## config.mk

```make
export PLATFORM = sky130hd
export DESIGN_NAME = io_hub
export DESIGN_NICKNAME = d
export VERILOG_FILES = /design/src/io_bus_pkg.sv /design/src/task_pkg.sv /design/src/io_capture.sv /design/src/io_mask_bank.sv /design/src/task_table.sv /design/src/port_regs.sv /design/src/io_read_mux.sv /design/src/io_hub.sv
export VERILOG_INCLUDE_DIRS = /design/src /design/src/src
export SDC_FILE = /design/constraint.sdc
export NUM_CORES = 1
export LEC_CHECK = 0
export BUFFER_PORTS_ARGS = -buffer_cell sky130_fd_sc_hd__buf_2
export CAP_MARGIN = 20
export CORE_ASPECT_RATIO = 1.75
export CORE_UTILIZATION = 40
export DETAILED_ROUTE_END_ITERATION = 7
export PLACE_DENSITY = 0.62
export SYNTH_ARGS = -nofsm -noshare
export SYNTH_HDL_FRONTEND = slang
export SYNTH_SLANG_ARGS = --single-unit
```

## constraint.sdc

```tcl
create_clock -name clk -period 3.35 [get_ports clk]
set_clock_uncertainty 0.15 [all_clocks]
set_input_delay 0.5025 -clock clk [delete_from_list [all_inputs] [get_ports clk]]
set_output_delay 0.5025 -clock clk [all_outputs]
set_load 0.005 [all_outputs]
```

## src/io_config.svh

```systemverilog
`ifndef IO_CONFIG_SVH
`define IO_CONFIG_SVH

// data path and slot sizing
`define IO_WIDTH  16
`define NUM_SLOTS 4   // slot 0 plus three task slots

// one-hot io address bits, one register per bit
`define ADDR_PA_DATA    0   // gp port data, pins on read
`define ADDR_PA_DIR     1   // gp port direction, 1 is output
`define ADDR_LEDS       2   // led port
// bits 3 to 7 read zero
`define ADDR_XT1        8   // slot 1 execution token
`define ADDR_XT2        9   // slot 2 execution token
`define ADDR_XT3        10  // slot 3 execution token
`define ADDR_WARMBOOT   11  // write only
// bit 12 reads zero
`define ADDR_MISC       13  // misc out readback + misc in
`define ADDR_TASK_FETCH 14  // fetch own token, write kills slots
`define ADDR_SLOT_MASK  15  // read slot id, write next-access mask

`endif

```

## src/io_bus_pkg.sv

```systemverilog
`include "io_config.svh"

// types for the processor io bus
package io_bus_pkg;

  // one io word, data or one-hot address
  typedef logic [`IO_WIDTH-1:0] io_word_t;

  // issuing slot number
  typedef logic [$clog2(`NUM_SLOTS)-1:0] slot_t;

  // request as seen one cycle after the processor drove it
  typedef struct packed {
    logic     rd;    // read strobe
    logic     wr;    // write strobe
    slot_t    slot;  // who issued it
    io_word_t addr;  // one-hot, zero when idle
    io_word_t data;  // write data
  } io_req_t;

endpackage

```

## src/task_pkg.sv

```systemverilog
`include "io_config.svh"

// task scheduling and boot control types
package task_pkg;

  // execution token, bit 0 set means run once
  typedef logic [`IO_WIDTH-1:0] xt_t;

  // one kill request bit per slot
  typedef logic [`NUM_SLOTS-1:0] kill_mask_t;

  // warm-boot pins, packed in data bit order 2..0
  typedef struct packed {
    logic boot;
    logic s1;
    logic s0;
  } boot_ctl_t;

endpackage

```

## src/io_capture.sv

```systemverilog
`include "io_config.svh"

module io_capture (
  input  logic                 clk,
  input  logic                 resetq,
  input  logic                 io_rd,
  input  logic                 io_wr,
  input  io_bus_pkg::slot_t    io_slot,
  input  io_bus_pkg::io_word_t io_addr,
  input  io_bus_pkg::io_word_t io_dout,
  output io_bus_pkg::io_req_t  req
);

  // one stage delay, read data for this request comes out next cycle
  always_ff @(posedge clk) begin
    req.slot <= io_slot;
    req.data <= io_dout;
    if (!resetq) begin
      req.rd   <= 1'b0;
      req.wr   <= 1'b0;
      req.addr <= '0;
    end else begin
      req.rd <= io_rd;
      req.wr <= io_wr;
      // idle bus must not hit any register
      if (io_rd | io_wr)
        req.addr <= io_addr;
      else
        req.addr <= '0;
    end
  end

endmodule

```

## src/io_mask_bank.sv

```systemverilog
`include "io_config.svh"

module io_mask_bank (
  input  logic                 clk,
  input  logic                 resetq,
  input  io_bus_pkg::io_req_t  req,
  output io_bus_pkg::io_word_t slot_mask
);

  // one pending mask per slot
  io_bus_pkg::io_word_t mask_q [`NUM_SLOTS];

  logic access;
  logic mask_wr;

  assign access  = req.rd | req.wr;
  assign mask_wr = req.wr & req.addr[`ADDR_SLOT_MASK];

  // mask seen by this access is the value before the update
  assign slot_mask = mask_q[req.slot];

  always_ff @(posedge clk) begin
    if (!resetq) begin
      for (int s = 0; s < `NUM_SLOTS; s++) begin
        mask_q[s] <= '1;  // open mask
      end
    end else if (access) begin
      // a mask write arms it, anything else uses it up
      if (mask_wr)
        mask_q[req.slot] <= req.data;
      else
        mask_q[req.slot] <= '1;
    end
  end

endmodule

```

## src/task_table.sv

```systemverilog
`include "io_config.svh"

module task_table (
  input  logic                   clk,
  input  logic                   resetq,
  input  io_bus_pkg::io_req_t    req,
  output task_pkg::xt_t          xt_raw1,
  output task_pkg::xt_t          xt_raw2,
  output task_pkg::xt_t          xt_raw3,
  output task_pkg::xt_t          xt_fetch,
  output task_pkg::kill_mask_t   kill_slot_rq
);

  // tokens for slots 1..3, slot 0 has none
  task_pkg::xt_t xt_q [1:`NUM_SLOTS-1];

  logic fetch_rd;

  assign fetch_rd = req.rd & req.addr[`ADDR_TASK_FETCH];

  assign xt_raw1 = xt_q[1];
  assign xt_raw2 = xt_q[2];
  assign xt_raw3 = xt_q[3];

  // fetch value for the issuing slot
  always_comb begin
    xt_fetch = '0;  // slot 0 always runs from zero
    for (int k = 1; k < `NUM_SLOTS; k++) begin
      if (req.slot == io_bus_pkg::slot_t'(k))
        xt_fetch = {xt_q[k][`IO_WIDTH-1:1], 1'b0};  // valid tokens are even
    end
  end

  always_ff @(posedge clk) begin
    if (!resetq) begin
      // stops every slot, they do not restart on their own
      for (int k = 1; k < `NUM_SLOTS; k++) begin
        xt_q[k] <= '0;
      end
      kill_slot_rq <= '0;
    end else if (req.wr) begin
      // any slot may schedule any other slot
      for (int k = 1; k < `NUM_SLOTS; k++) begin
        if (req.addr[`ADDR_XT1 + k - 1])
          xt_q[k] <= req.data;
      end
      // kill pulse level, holds until next write
      if (req.addr[`ADDR_TASK_FETCH])
        kill_slot_rq <= req.data[`NUM_SLOTS-1:0];
      else
        kill_slot_rq <= '0;
    end else if (fetch_rd) begin
      for (int k = 1; k < `NUM_SLOTS; k++) begin
        // run-once token, gone after its first fetch
        if (req.slot == io_bus_pkg::slot_t'(k) && xt_q[k][0])
          xt_q[k] <= '0;
      end
    end
  end

endmodule

```

## src/port_regs.sv

```systemverilog
`include "io_config.svh"

module port_regs (
  input  logic                  clk,
  input  logic                  resetq,
  input  io_bus_pkg::io_req_t   req,
  input  io_bus_pkg::io_word_t  slot_mask,
  input  io_bus_pkg::io_word_t  pa_in,
  input  logic                  misc_in,
  output io_bus_pkg::io_word_t  pa_out,
  output io_bus_pkg::io_word_t  pa_oe,
  output io_bus_pkg::io_word_t  leds,
  output logic [2:0]            misc_out,
  output task_pkg::boot_ctl_t   warmboot,
  output io_bus_pkg::io_word_t  misc_rd
);

  // set mask bits take new data, cleared bits keep old
  function automatic io_bus_pkg::io_word_t masked_merge(
    input io_bus_pkg::io_word_t old_val,
    input io_bus_pkg::io_word_t new_val,
    input io_bus_pkg::io_word_t mask
  );
    return (new_val & mask) | (old_val & ~mask);
  endfunction

  logic wr_pa_data;
  logic wr_pa_dir;
  logic wr_leds;
  logic wr_misc;
  logic wr_boot;

  // address already zero when idle, so wr alone qualifies
  assign wr_pa_data = req.wr & req.addr[`ADDR_PA_DATA];
  assign wr_pa_dir  = req.wr & req.addr[`ADDR_PA_DIR];
  assign wr_leds    = req.wr & req.addr[`ADDR_LEDS];
  assign wr_misc    = req.wr & req.addr[`ADDR_MISC];
  assign wr_boot    = req.wr & req.addr[`ADDR_WARMBOOT];

  always_ff @(posedge clk) begin
    if (!resetq) begin
      pa_out   <= '0;
      pa_oe    <= '0;   // port comes up as input
      leds     <= '0;
      misc_out <= '0;
      warmboot <= '0;
    end else begin
      // unmasked bits follow the pins, as a port read-modify-write would
      if (wr_pa_data)
        pa_out <= masked_merge(pa_in, req.data, slot_mask);
      if (wr_pa_dir)
        pa_oe <= masked_merge(pa_oe, req.data, slot_mask);  // shared port, per-thread pins
      if (wr_leds)
        leds <= masked_merge(leds, req.data, slot_mask);
      if (wr_misc)
        misc_out <= req.data[2:0];
      // boot, s1, s0 from data bits 2..0
      if (wr_boot)
        warmboot <= task_pkg::boot_ctl_t'(req.data[2:0]);
    end
  end

  // misc readback word
  assign misc_rd = io_bus_pkg::io_word_t'({misc_out, misc_in});

endmodule

```

## src/io_read_mux.sv

```systemverilog
`include "io_config.svh"

module io_read_mux (
  input  io_bus_pkg::io_req_t   req,
  input  io_bus_pkg::io_word_t  slot_mask,
  input  io_bus_pkg::io_word_t  pa_in,
  input  io_bus_pkg::io_word_t  pa_oe,
  input  io_bus_pkg::io_word_t  leds,
  input  io_bus_pkg::io_word_t  misc_rd,
  input  task_pkg::xt_t         xt_raw1,
  input  task_pkg::xt_t         xt_raw2,
  input  task_pkg::xt_t         xt_raw3,
  input  task_pkg::xt_t         xt_fetch,
  output io_bus_pkg::io_word_t  io_din
);

  io_bus_pkg::io_word_t rd_or;

  // several address bits may be set, sources just OR
  always_comb begin
    rd_or = '0;
    if (req.addr[`ADDR_PA_DATA])    rd_or = rd_or | pa_in;   // pins, not the out reg
    if (req.addr[`ADDR_PA_DIR])     rd_or = rd_or | pa_oe;
    if (req.addr[`ADDR_LEDS])       rd_or = rd_or | leds;
    if (req.addr[`ADDR_XT1])        rd_or = rd_or | xt_raw1;
    if (req.addr[`ADDR_XT2])        rd_or = rd_or | xt_raw2;
    if (req.addr[`ADDR_XT3])        rd_or = rd_or | xt_raw3;
    if (req.addr[`ADDR_MISC])       rd_or = rd_or | misc_rd;
    if (req.addr[`ADDR_TASK_FETCH]) rd_or = rd_or | xt_fetch;
    // slot id, depends only on who asks
    if (req.addr[`ADDR_SLOT_MASK])
      rd_or = rd_or | io_bus_pkg::io_word_t'(req.slot);
  end

  // cleared mask bits read as zero
  assign io_din = rd_or & slot_mask;

endmodule

```

## src/io_hub.sv

```systemverilog
module io_hub (
  input  logic                  clk,
  input  logic                  resetq,
  input  logic                  io_rd,
  input  logic                  io_wr,
  input  io_bus_pkg::slot_t     io_slot,
  input  io_bus_pkg::io_word_t  io_addr,
  input  io_bus_pkg::io_word_t  io_dout,
  output io_bus_pkg::io_word_t  io_din,
  output task_pkg::kill_mask_t  kill_slot_rq,
  input  io_bus_pkg::io_word_t  pa_in,
  output io_bus_pkg::io_word_t  pa_out,
  output io_bus_pkg::io_word_t  pa_oe,
  output io_bus_pkg::io_word_t  leds,
  input  logic                  misc_in,
  output logic [2:0]            misc_out,
  output task_pkg::boot_ctl_t   warmboot
);

  io_bus_pkg::io_req_t  req;        // registered request
  io_bus_pkg::io_word_t slot_mask;  // current slot's mask
  io_bus_pkg::io_word_t misc_rd;
  task_pkg::xt_t        xt_raw1;
  task_pkg::xt_t        xt_raw2;
  task_pkg::xt_t        xt_raw3;
  task_pkg::xt_t        xt_fetch;

  io_capture u_capture (
    .clk     (clk),
    .resetq  (resetq),
    .io_rd   (io_rd),
    .io_wr   (io_wr),
    .io_slot (io_slot),
    .io_addr (io_addr),
    .io_dout (io_dout),
    .req     (req)
  );

  io_mask_bank u_mask_bank (
    .clk       (clk),
    .resetq    (resetq),
    .req       (req),
    .slot_mask (slot_mask)
  );

  task_table u_task_table (
    .clk          (clk),
    .resetq       (resetq),
    .req          (req),
    .xt_raw1      (xt_raw1),
    .xt_raw2      (xt_raw2),
    .xt_raw3      (xt_raw3),
    .xt_fetch     (xt_fetch),
    .kill_slot_rq (kill_slot_rq)
  );

  port_regs u_port_regs (
    .clk       (clk),
    .resetq    (resetq),
    .req       (req),
    .slot_mask (slot_mask),
    .pa_in     (pa_in),
    .misc_in   (misc_in),
    .pa_out    (pa_out),
    .pa_oe     (pa_oe),
    .leds      (leds),
    .misc_out  (misc_out),
    .warmboot  (warmboot),
    .misc_rd   (misc_rd)
  );

  // read data is combinational from the registered request
  io_read_mux u_read_mux (
    .req       (req),
    .slot_mask (slot_mask),
    .pa_in     (pa_in),
    .pa_oe     (pa_oe),
    .leds      (leds),
    .misc_rd   (misc_rd),
    .xt_raw1   (xt_raw1),
    .xt_raw2   (xt_raw2),
    .xt_raw3   (xt_raw3),
    .xt_fetch  (xt_fetch),
    .io_din    (io_din)
  );

endmodule

```

Word level (Yosys, flattened, before mapping) --
Memories as Yosys holds them, arrays and structs flattened. A register that Yosys moved wholly into a read port is not among the register bits. Cells that the tools add are included.
Word-level totals: flip-flop bits (word level) 94, RAM bits 112, memories 2
Memory list:
- u_mask_bank.mask_q | words 4, width 16, rd ports 1, clocked after memory_dff 1, write ports 4, line io_mask_bank.sv:11 | io_bus_pkg::io_word_t mask_q [`NUM_SLOTS];
- u_task_table.xt_q | words 3, width 16, rd ports 3, clocked after memory_dff 0, write ports 3, line task_table.sv:15 | task_pkg::xt_t xt_q [1:`NUM_SLOTS-1];
Cells by class: equality and inequality tests 3, mux-type cells 59, bitwise gates (word level) 33, reduce and logical (&&, ||, !) cells 5
Operators by type and width (number):
- 2-to-1 mux 16 bit | 20
- bitwise OR 16 bit | 9
- bitwise AND 16 bit | 5
- 2-to-1 mux 1 bit | 37
- inverter 16 bit | 1
- bitwise OR 16 x 2 -> 16 bit | 1
- bitwise OR 16 x 4 -> 16 bit | 1
- OR reduction 16 bit | 1
- bitwise OR 1 bit | 9
- bitwise AND 1 bit | 7
- equality test 2 bit (second input constant) | 2
- 2-to-1 mux 4 bit | 1
- logical AND 1 bit | 3
- equality test 2 x 1 -> 1 bit (second input constant) | 1
- 2-to-1 mux 2 bit | 1
- AND reduction 2 bit | 1

Depth between registers and ports, before layout --
Gate-level depths: netlist (run 1).
depth in word-level cells 18, mapped depth 6, depth with buffers taken out 3

Cells and area by module --
A second synthesis (run 1) with hierarchy kept.
Unflattened totals: cells, all modules 797, area, all modules 9570.4 µm²
Modules (own cells, without submodules):
- io_mask_bank | instances 1, cells each 184, area each 2830.2 µm², sequential area each 1921.8 µm²
- port_regs | instances 1, cells each 273, area each 2527.4 µm², sequential area each 1081.0 µm²
- task_table | instances 1, cells each 168, area each 2407.3 µm², sequential area each 1521.5 µm²
- io_capture | instances 1, cells each 60, area each 958.4 µm², sequential area each 720.7 µm²
- io_read_mux | instances 1, cells each 112, area each 847.1 µm², sequential area each 0.0 µm²

Worst setup path after synthesis (run 1) --
OpenSTA, ideal clock, no wires.
path kind register to register, from register, netlist name u_capture.req[33], to memory u_mask_bank.mask_q[2][0] (netlist name), enable pin, setup time 0.414 ns, data arrival time 2.230 ns, required time 2.786 ns, slack 0.556 ns, stages on the path, launching flop included 6, path buffers 3, clock period less this slack 2.794 ns, cell sequence dfxtp_1 buf_6 buf_4 buf_2 inv_1 o31ai_1
RTL lines (line):
- end: declaration | io_mask_bank.sv:11

Final worst setup path (run 1) --
from register, netlist name u_capture.req[33], to output port io_din[9]
On the way: longest elaborated chain between the ends 9
RTL lines:
- equality test 2 x 1 -> 1 bit | line task_table.sv:29 | if (req.slot == io_bus_pkg::slot_t'(k))
- 2-to-1 mux 16 bit (2 in series) | line task_table.sv:29
- 2-to-1 mux 16 bit * | line task_table.sv:29
- bitwise OR 16 bit * | line io_read_mux.sv:29 | if (req.addr[`ADDR_TASK_FETCH]) rd_or = rd_or | xt_fetch;
- 2-to-1 mux 16 bit * | line io_read_mux.sv:29
- bitwise OR 16 x 2 -> 16 bit | line io_read_mux.sv:32 | rd_or = rd_or | io_bus_pkg::io_word_t'(req.slot);
- 2-to-1 mux 16 bit * | line io_read_mux.sv:31 | if (req.addr[`ADDR_SLOT_MASK])
- bitwise AND 16 bit * | line io_read_mux.sv:36 | assign io_din = rd_or & slot_mask;
- end: declaration | line io_hub.sv:9 | output io_bus_pkg::io_word_t io_din,
Mark *: on every way between the ends. The rest lies on a longest branch, timed or not.

==> results of run 1 <==
## worst max-delay path: stages, from the launching register on
cell     delay [ns]
dfxtp_4        0.70
buf_4          0.37
mux2i_1        0.47
mux2_2         0.25
a31oi_1        0.06
buf_2          0.16
## metrics by stage
step           area [um2]  hold slack (ns)  worst slack, ns  power (mW)  instances
2_1_floorplan        9560            0.310            0.556        3.01        820
3_3_place_gp        10500            0.303            0.708        3.21       1211
3_5_place_dp        10500            0.313            0.686        3.21       1211
4_1_cts             11200         0.000782            0.220        5.31       1246
5_1_grt             11200          0.00300            0.125        5.43       1246
6_report            11200           0.0170            0.244        5.28       1246
## per-layer routing
layer	vias to the layer above	part of all wire	track usage
met3	75	0.057	0.0406
li1	3271	-	-
met5	-	0.00037	0
met1	3564	0.36	0.262
met2	335	0.52	0.454
met4	2	0.060	0.151
## cells by family (layout without fill, tap and decap cells)
family                 Yosys count  after routing
AND/OR/NAND/NOR                256            256
flip-flops                     200            200
AO/OA/AOI/OAI                  176            176
multiplexers                   111            111
buffers and inverters           77            199
## cell usage in the layout (no fill, tap or decap), types with 10 or more instances in the layout
master	synthesis	layout
nand3_1	16	16
buf_4	2	38
o21ai_0	19	17
nand2_1	62	62
a21boi_0	10	10
a21oi_1	15	15
clkbuf_16	0	21
and2_1	61	61
a211o_1	14	14
o22ai_1	32	32
a221oi_1	15	15
or2_1	10	10
a22o_1	15	15
edfxtp_1	112	112
nand2b_1	36	36
mux2_2	11	11
nor3_1	17	17
mux2i_1	83	83
a2111oi_2	15	15
or2_2	22	22
mux2i_4	11	11
a22oi_1	18	18
dfxtp_1	88	86
buf_2	15	122
nor3b_1	15	15
a31oi_1	15	15
## report_power, final
group / switching [mW] / internal, mW / total (mW) / leakage [nW]
Clock: 0.958 / 1.16 / 2.12 / 0.307
Sequential: 0.118 / 2.65 / 2.77 / 1.65
Combinational: 0.218 / 0.171 / 0.390 / 2.00
## area by class of cell
| type | count | area, um2 |
|---|---|---|
| fill | 2145 | 12300 |
| clock buffer | 23 | 543 |
| timing repair buffer | 165 | 966 |
| multi-input combinational | 543 | 4080 |
| clock inverter | 9 | 67.6 |
| tap | 304 | 380 |
| sequential | 200 | 5130 |
| inverter | 2 | 7.51 |
## final timing paths
kind                                 from                       to  slack (ns)
setup reg to reg        u_capture.req[32]                flip-flop        0.84
setup / recovery        u_capture.req[33]                io_din[9]        0.24
hold reg to reg   u_port_regs.warmboot[1]  u_port_regs.warmboot[1]        0.32
hold / removal                 io_dout[7]         u_capture.req[7]        0.02
==> flow_summary_export.csv, run 1 <==
group,metric,value,unit
run_status,status,"complete, no violations",
global_routing,grt_start_max_net_pins,73,
critical_path,critPathKind,"flip-flop to output port",
clocking,cts_resized,0,
synth,ys_async_sr_fraction,0,
power,leakage,3.96,nW
synth,synthesis.nets,875,
synth,syn_area,9560,um2
sta,rsz0062_at_grt,"no",
synth,yosys_warnings,0,
synth,synth_most_common_cell,"edfxtp_1",
die,initial_core_util,0.408,
synth,synth_edf_count,112,
drt,drtIter0Drc,571,
synth,synth_ff_type,"edfxtp_1",
synth,netlist_instances,820,
die,num_rows,74,
clocking,cts.sinks,200,
drt,wl,29700,um
clocking,post_cts_buffers,0,
synth,synth-xor-area-share,0,
layout,diodes,0,
synth,synth_seq_area_share,0.536,
sta,final-setup-viol-count,0,
synth,synth_compound_area_frac,0.142,
min_path,worstHoldPathCells,1,
die,ios,129,
synth,synth_top_cell_by_area,"edfxtp_1",
sta,fin_setup_tns,0,ns
place,gp_congestion,0.961,
clocking,h-tree-depth,4,
drt,wl_per_cell,23.8,um
power,ir_worst_vdd,305,uV
clocking,cts_tree,"yes",
drt,ant_nets,0,
synth,syn_area_per_cell,11.7,um2
synth,yosys.area.top_type_share,0.352,
die,fp.coreArea,23400,um2
synth,yosys-top-cells-count,"112 x edfxtp_1, 88 x dfxtp_1, 83 x mux2i_1",
clocking,cts_buffers,17,
sta,maxSlewHeadroom,0.351,
critical_path,start_kind,"flip-flop",
sta,worst_slew_pin_slew,0.973,ns
synth,synthAdderAreaFrac,0,
die,die_area,24500,um2
clocking,holdBufCountCts,3,
die,die_h,207,um
drt,firstDrtPassIters,6,
global_routing,grt_usage,0.247,
drt,drc,0,
layout,drive_gt1_frac,0.275,
synth,synthTopCellsByArea,"edfxtp_1 35%, dfxtp_1 18%, mux2i_1 8.7%",
clocking,cts_root_buf,"clkbuf_16",
global_routing,gr-total-overflow,0,
sta,hold_viol,0,
synth,ys_ff_latch,200,
critical_path,worst-r2r-cell-count,4,
global_routing,grt_antenna_before_repair,1,
critical_path,worstPathMaxFanout,23,
critical_path,worstPathArrival,2.45,ns
sta,finalCritPeriodShare,0.927,
sta,max_freq,322,MHz
job,cap_violations,0,
critical_path,required,2.70,ns
clocking,clock_path_buffers,2,
sta,min_period,3.11,ns
power,power_density,473,nW/um2
drt,vias,7247,
critical_path,setup.worst_path.end_class,"output port",
die,die_w,119,um
synth,ys_types,48,
global_routing,first_global_vias,7197,
min_path,hold_path_class,"primary input to flip-flop",
place,hpwl,21000,um
clocking,path_clk_slew,0.07,ns
synth,synth_top_family_by_area,"simple AND/OR/NAND/NOR gates",
global_routing,grt_pass1_wl,43800,um
layout,finalNetCount,984,
sta,drv_slew,0,
layout,postLayoutCoreUtil,0.477,
synth,yosys.area_share.simple,0.151,
place,port_buffers,122,
synth,synth.mux.area_fraction,0.133,
drt,vias_per_cell,5.82,
layout,area_growth,16.9,%
clocking,clock_latency,0.44,ns
No activity file was read; power rests on OpenSTA's default activity.
==> run 2: changes to the inputs <==
- CORE_UTILIZATION: 40 -> 23
- PLACE_DENSITY: 0.62 -> 0.42
==> run 2 against run 1 <==
Effect of this change:
- via count decreased by 1.6%
- first-iteration DRC count fell by 30%
- sequential share of layout area down 1.9 points
- core utilization down 19 points
- sequential power about the same
- clock power hardly changed
- largest cell class unchanged
- highest routed layer unchanged
==> flow_summary_export.csv, run 2 (synthesized netlist as in run 1, its figures left out) <==
group,metric,value,unit
run_status,status,"complete, no violations",
critical_path,critPathKind,"flip-flop to output port",
sta,hold_viol,0,
global_routing,grt_usage,0.162,
sta,max_freq,327,MHz
sta,maxSlewHeadroom,0.390,
sta,rsz0062_at_grt,"no",
critical_path,start_kind,"flip-flop",
drt,vias,7133,
layout,final_cells,1510,
sta,worst_slew_pin_slew,0.913,ns
power,power_density,458,nW/um2
drt,ant_nets,0,
die,die_area,42400,um2
sta,fin_setup_tns,0,ns
min_path,hold_path_class,"primary input to flip-flop",
layout,postLayoutCoreUtil,0.284,
job,cap_violations,0,
clocking,cts_buffers,17,
clocking,clock_latency,0.45,ns
place,hpwl,24400,um
global_routing,first_global_vias,7212,
layout,area_growth,21.9,%
place,gp_congestion,0.841,
clocking,path_clk_slew,0.07,ns
global_routing,grt_start_max_net_pins,59,
die,initial_core_util,0.233,
sta,min_period,3.06,ns
place,dp_slack,0.508,ns
critical_path,path_cells,"buf_4 > mux2i_1 > a211o_1 > a31oi_1 > buf_2",
clocking,cts_root_buf,"clkbuf_16",
drt,drtIter0Drc,398,
layout,diodes,0,
drt,firstDrtPassIters,5,
critical_path,worstPathMaxFanout,23,
critical_path,crit_path_top_delay_cell,"dfxtp_4",
drt,wl,33700,um
die,ios,129,
layout,nFillCells,4349,
layout,finalNetCount,1002,
die,die_w,156,um
clocking,cts.sinks,200,
global_routing,grt_pass1_wl,48600,um
clocking,cts_tree,"yes",
global_routing,gr-total-overflow,0,
sta,drv_slew,0,
die,fp.coreArea,41000,um2
sta,finalCritPeriodShare,0.914,
sta,final-setup-viol-count,0,
layout,final_cell_mix,"122 x buf_2, 112 x edfxtp_1, 86 x dfxtp_1, 83 x mux2i_1, 62 x nand2_1",
global_routing,grt_antenna_before_repair,3,
power,ir_worst_vdd,250,uV
drt,vias_per_cell,4.72,
sta,fin_hold_ws,0.0255,ns
drt,drc,0,
power,leakage,4.05,nW
clocking,h-tree-depth,4,
critical_path,setup.worst_path.end_class,"output port",
place,port_buffers,122,
die,num_rows,98,
layout,drive_gt1_frac,0.277,
critical_path,worstPathArrival,2.41,ns
critical_path,required,2.70,ns
clocking,clock_path_buffers,2,
drt,wl_per_cell,22.3,um
die,die_h,272,um
critical_path,slowest_delay,0.57,ns
place,dp.cells,1462,
layout,final_common_cell,"buf_2",
sta,setup_slack,0.288,ns
run 2: cell types whose count changed in the layout (fill, tap and decap cells not counted), sizes merged:
| cell | change |
|---|---|
| dlygate4sd3 | +12 |
| buf | +6 |
| clkinv | +5 |
| inv | -4 |
| clkbuf | -1 |
run 2: worst paths after layout:
| kind | startpoint | endpoint | slack (ns) | cells after the start |
|---|---|---|---|---|
| max | u_capture.req[33] | io_din[14] | 0.29 | 5 |
| min | io_dout[11] | u_capture.req[11] | 0.03 | 1 |
| max reg2reg | u_capture.req[18] | flip-flop | 0.70 | 3 |
| min reg2reg | u_port_regs.warmboot[1] | u_port_regs.warmboot[1] | 0.32 | 2 |
run 2: routing by layer:
layer  track usage  vias to the layer above  routed length (um)
met2         0.297                      231               18100
met3        0.0338                       54                1580
li1              -                     3316                   -
met4        0.0753                        6                1330
met1         0.174                     3526               12600
met5             0                        -                  47
run 2: stage by stage:
stage	total power, mW	instance area (um2)
6_report	5.34	11600
5_1_grt	5.53	11600
4_1_cts	5.40	11600
3_5_place_dp	3.24	10900
3_3_place_gp	3.23	10900
2_1_floorplan	3.01	9560
run 2: layout make-up:
cell class / instances / area [um2] / share of cell area
multi-input combinational: 543 / 4080 / 0.350
inverter: 2 / 7.51 / 0.000644
timing repair buffer: 183 / 1130 / 0.0971
sequential: 200 / 5130 / 0.440
tap: 550 / 688 / 0.0591
clock buffer: 22 / 539 / 0.0463
clock inverter: 10 / 75.1 / 0.00644
run 2: report_power, final:
group | internal [mW] | switching (mW) | total, mW
clock network | 1.16 | 0.994 | 2.15
logic | 0.182 | 0.235 | 0.417
registers | 2.65 | 0.116 | 2.77
total | 3.99 | 1.35 | 5.34
run 2: timing repair:
item | CTS | global route
resized for setup | 0 | 0
hold endpoints to repair | 15 | 0
hold buffers | 15 | 0
buffers inserted | 0 | 1
endpoints found under the setup margin | 0 | 2
run 2: critical path, delay by kind of cell (launching register included):
kind / cells / cell delay, ns
mux: 1 / 0.13
compound gates: 2 / 0.63
buf+inv: 2 / 0.61
flops: 1 / 0.57
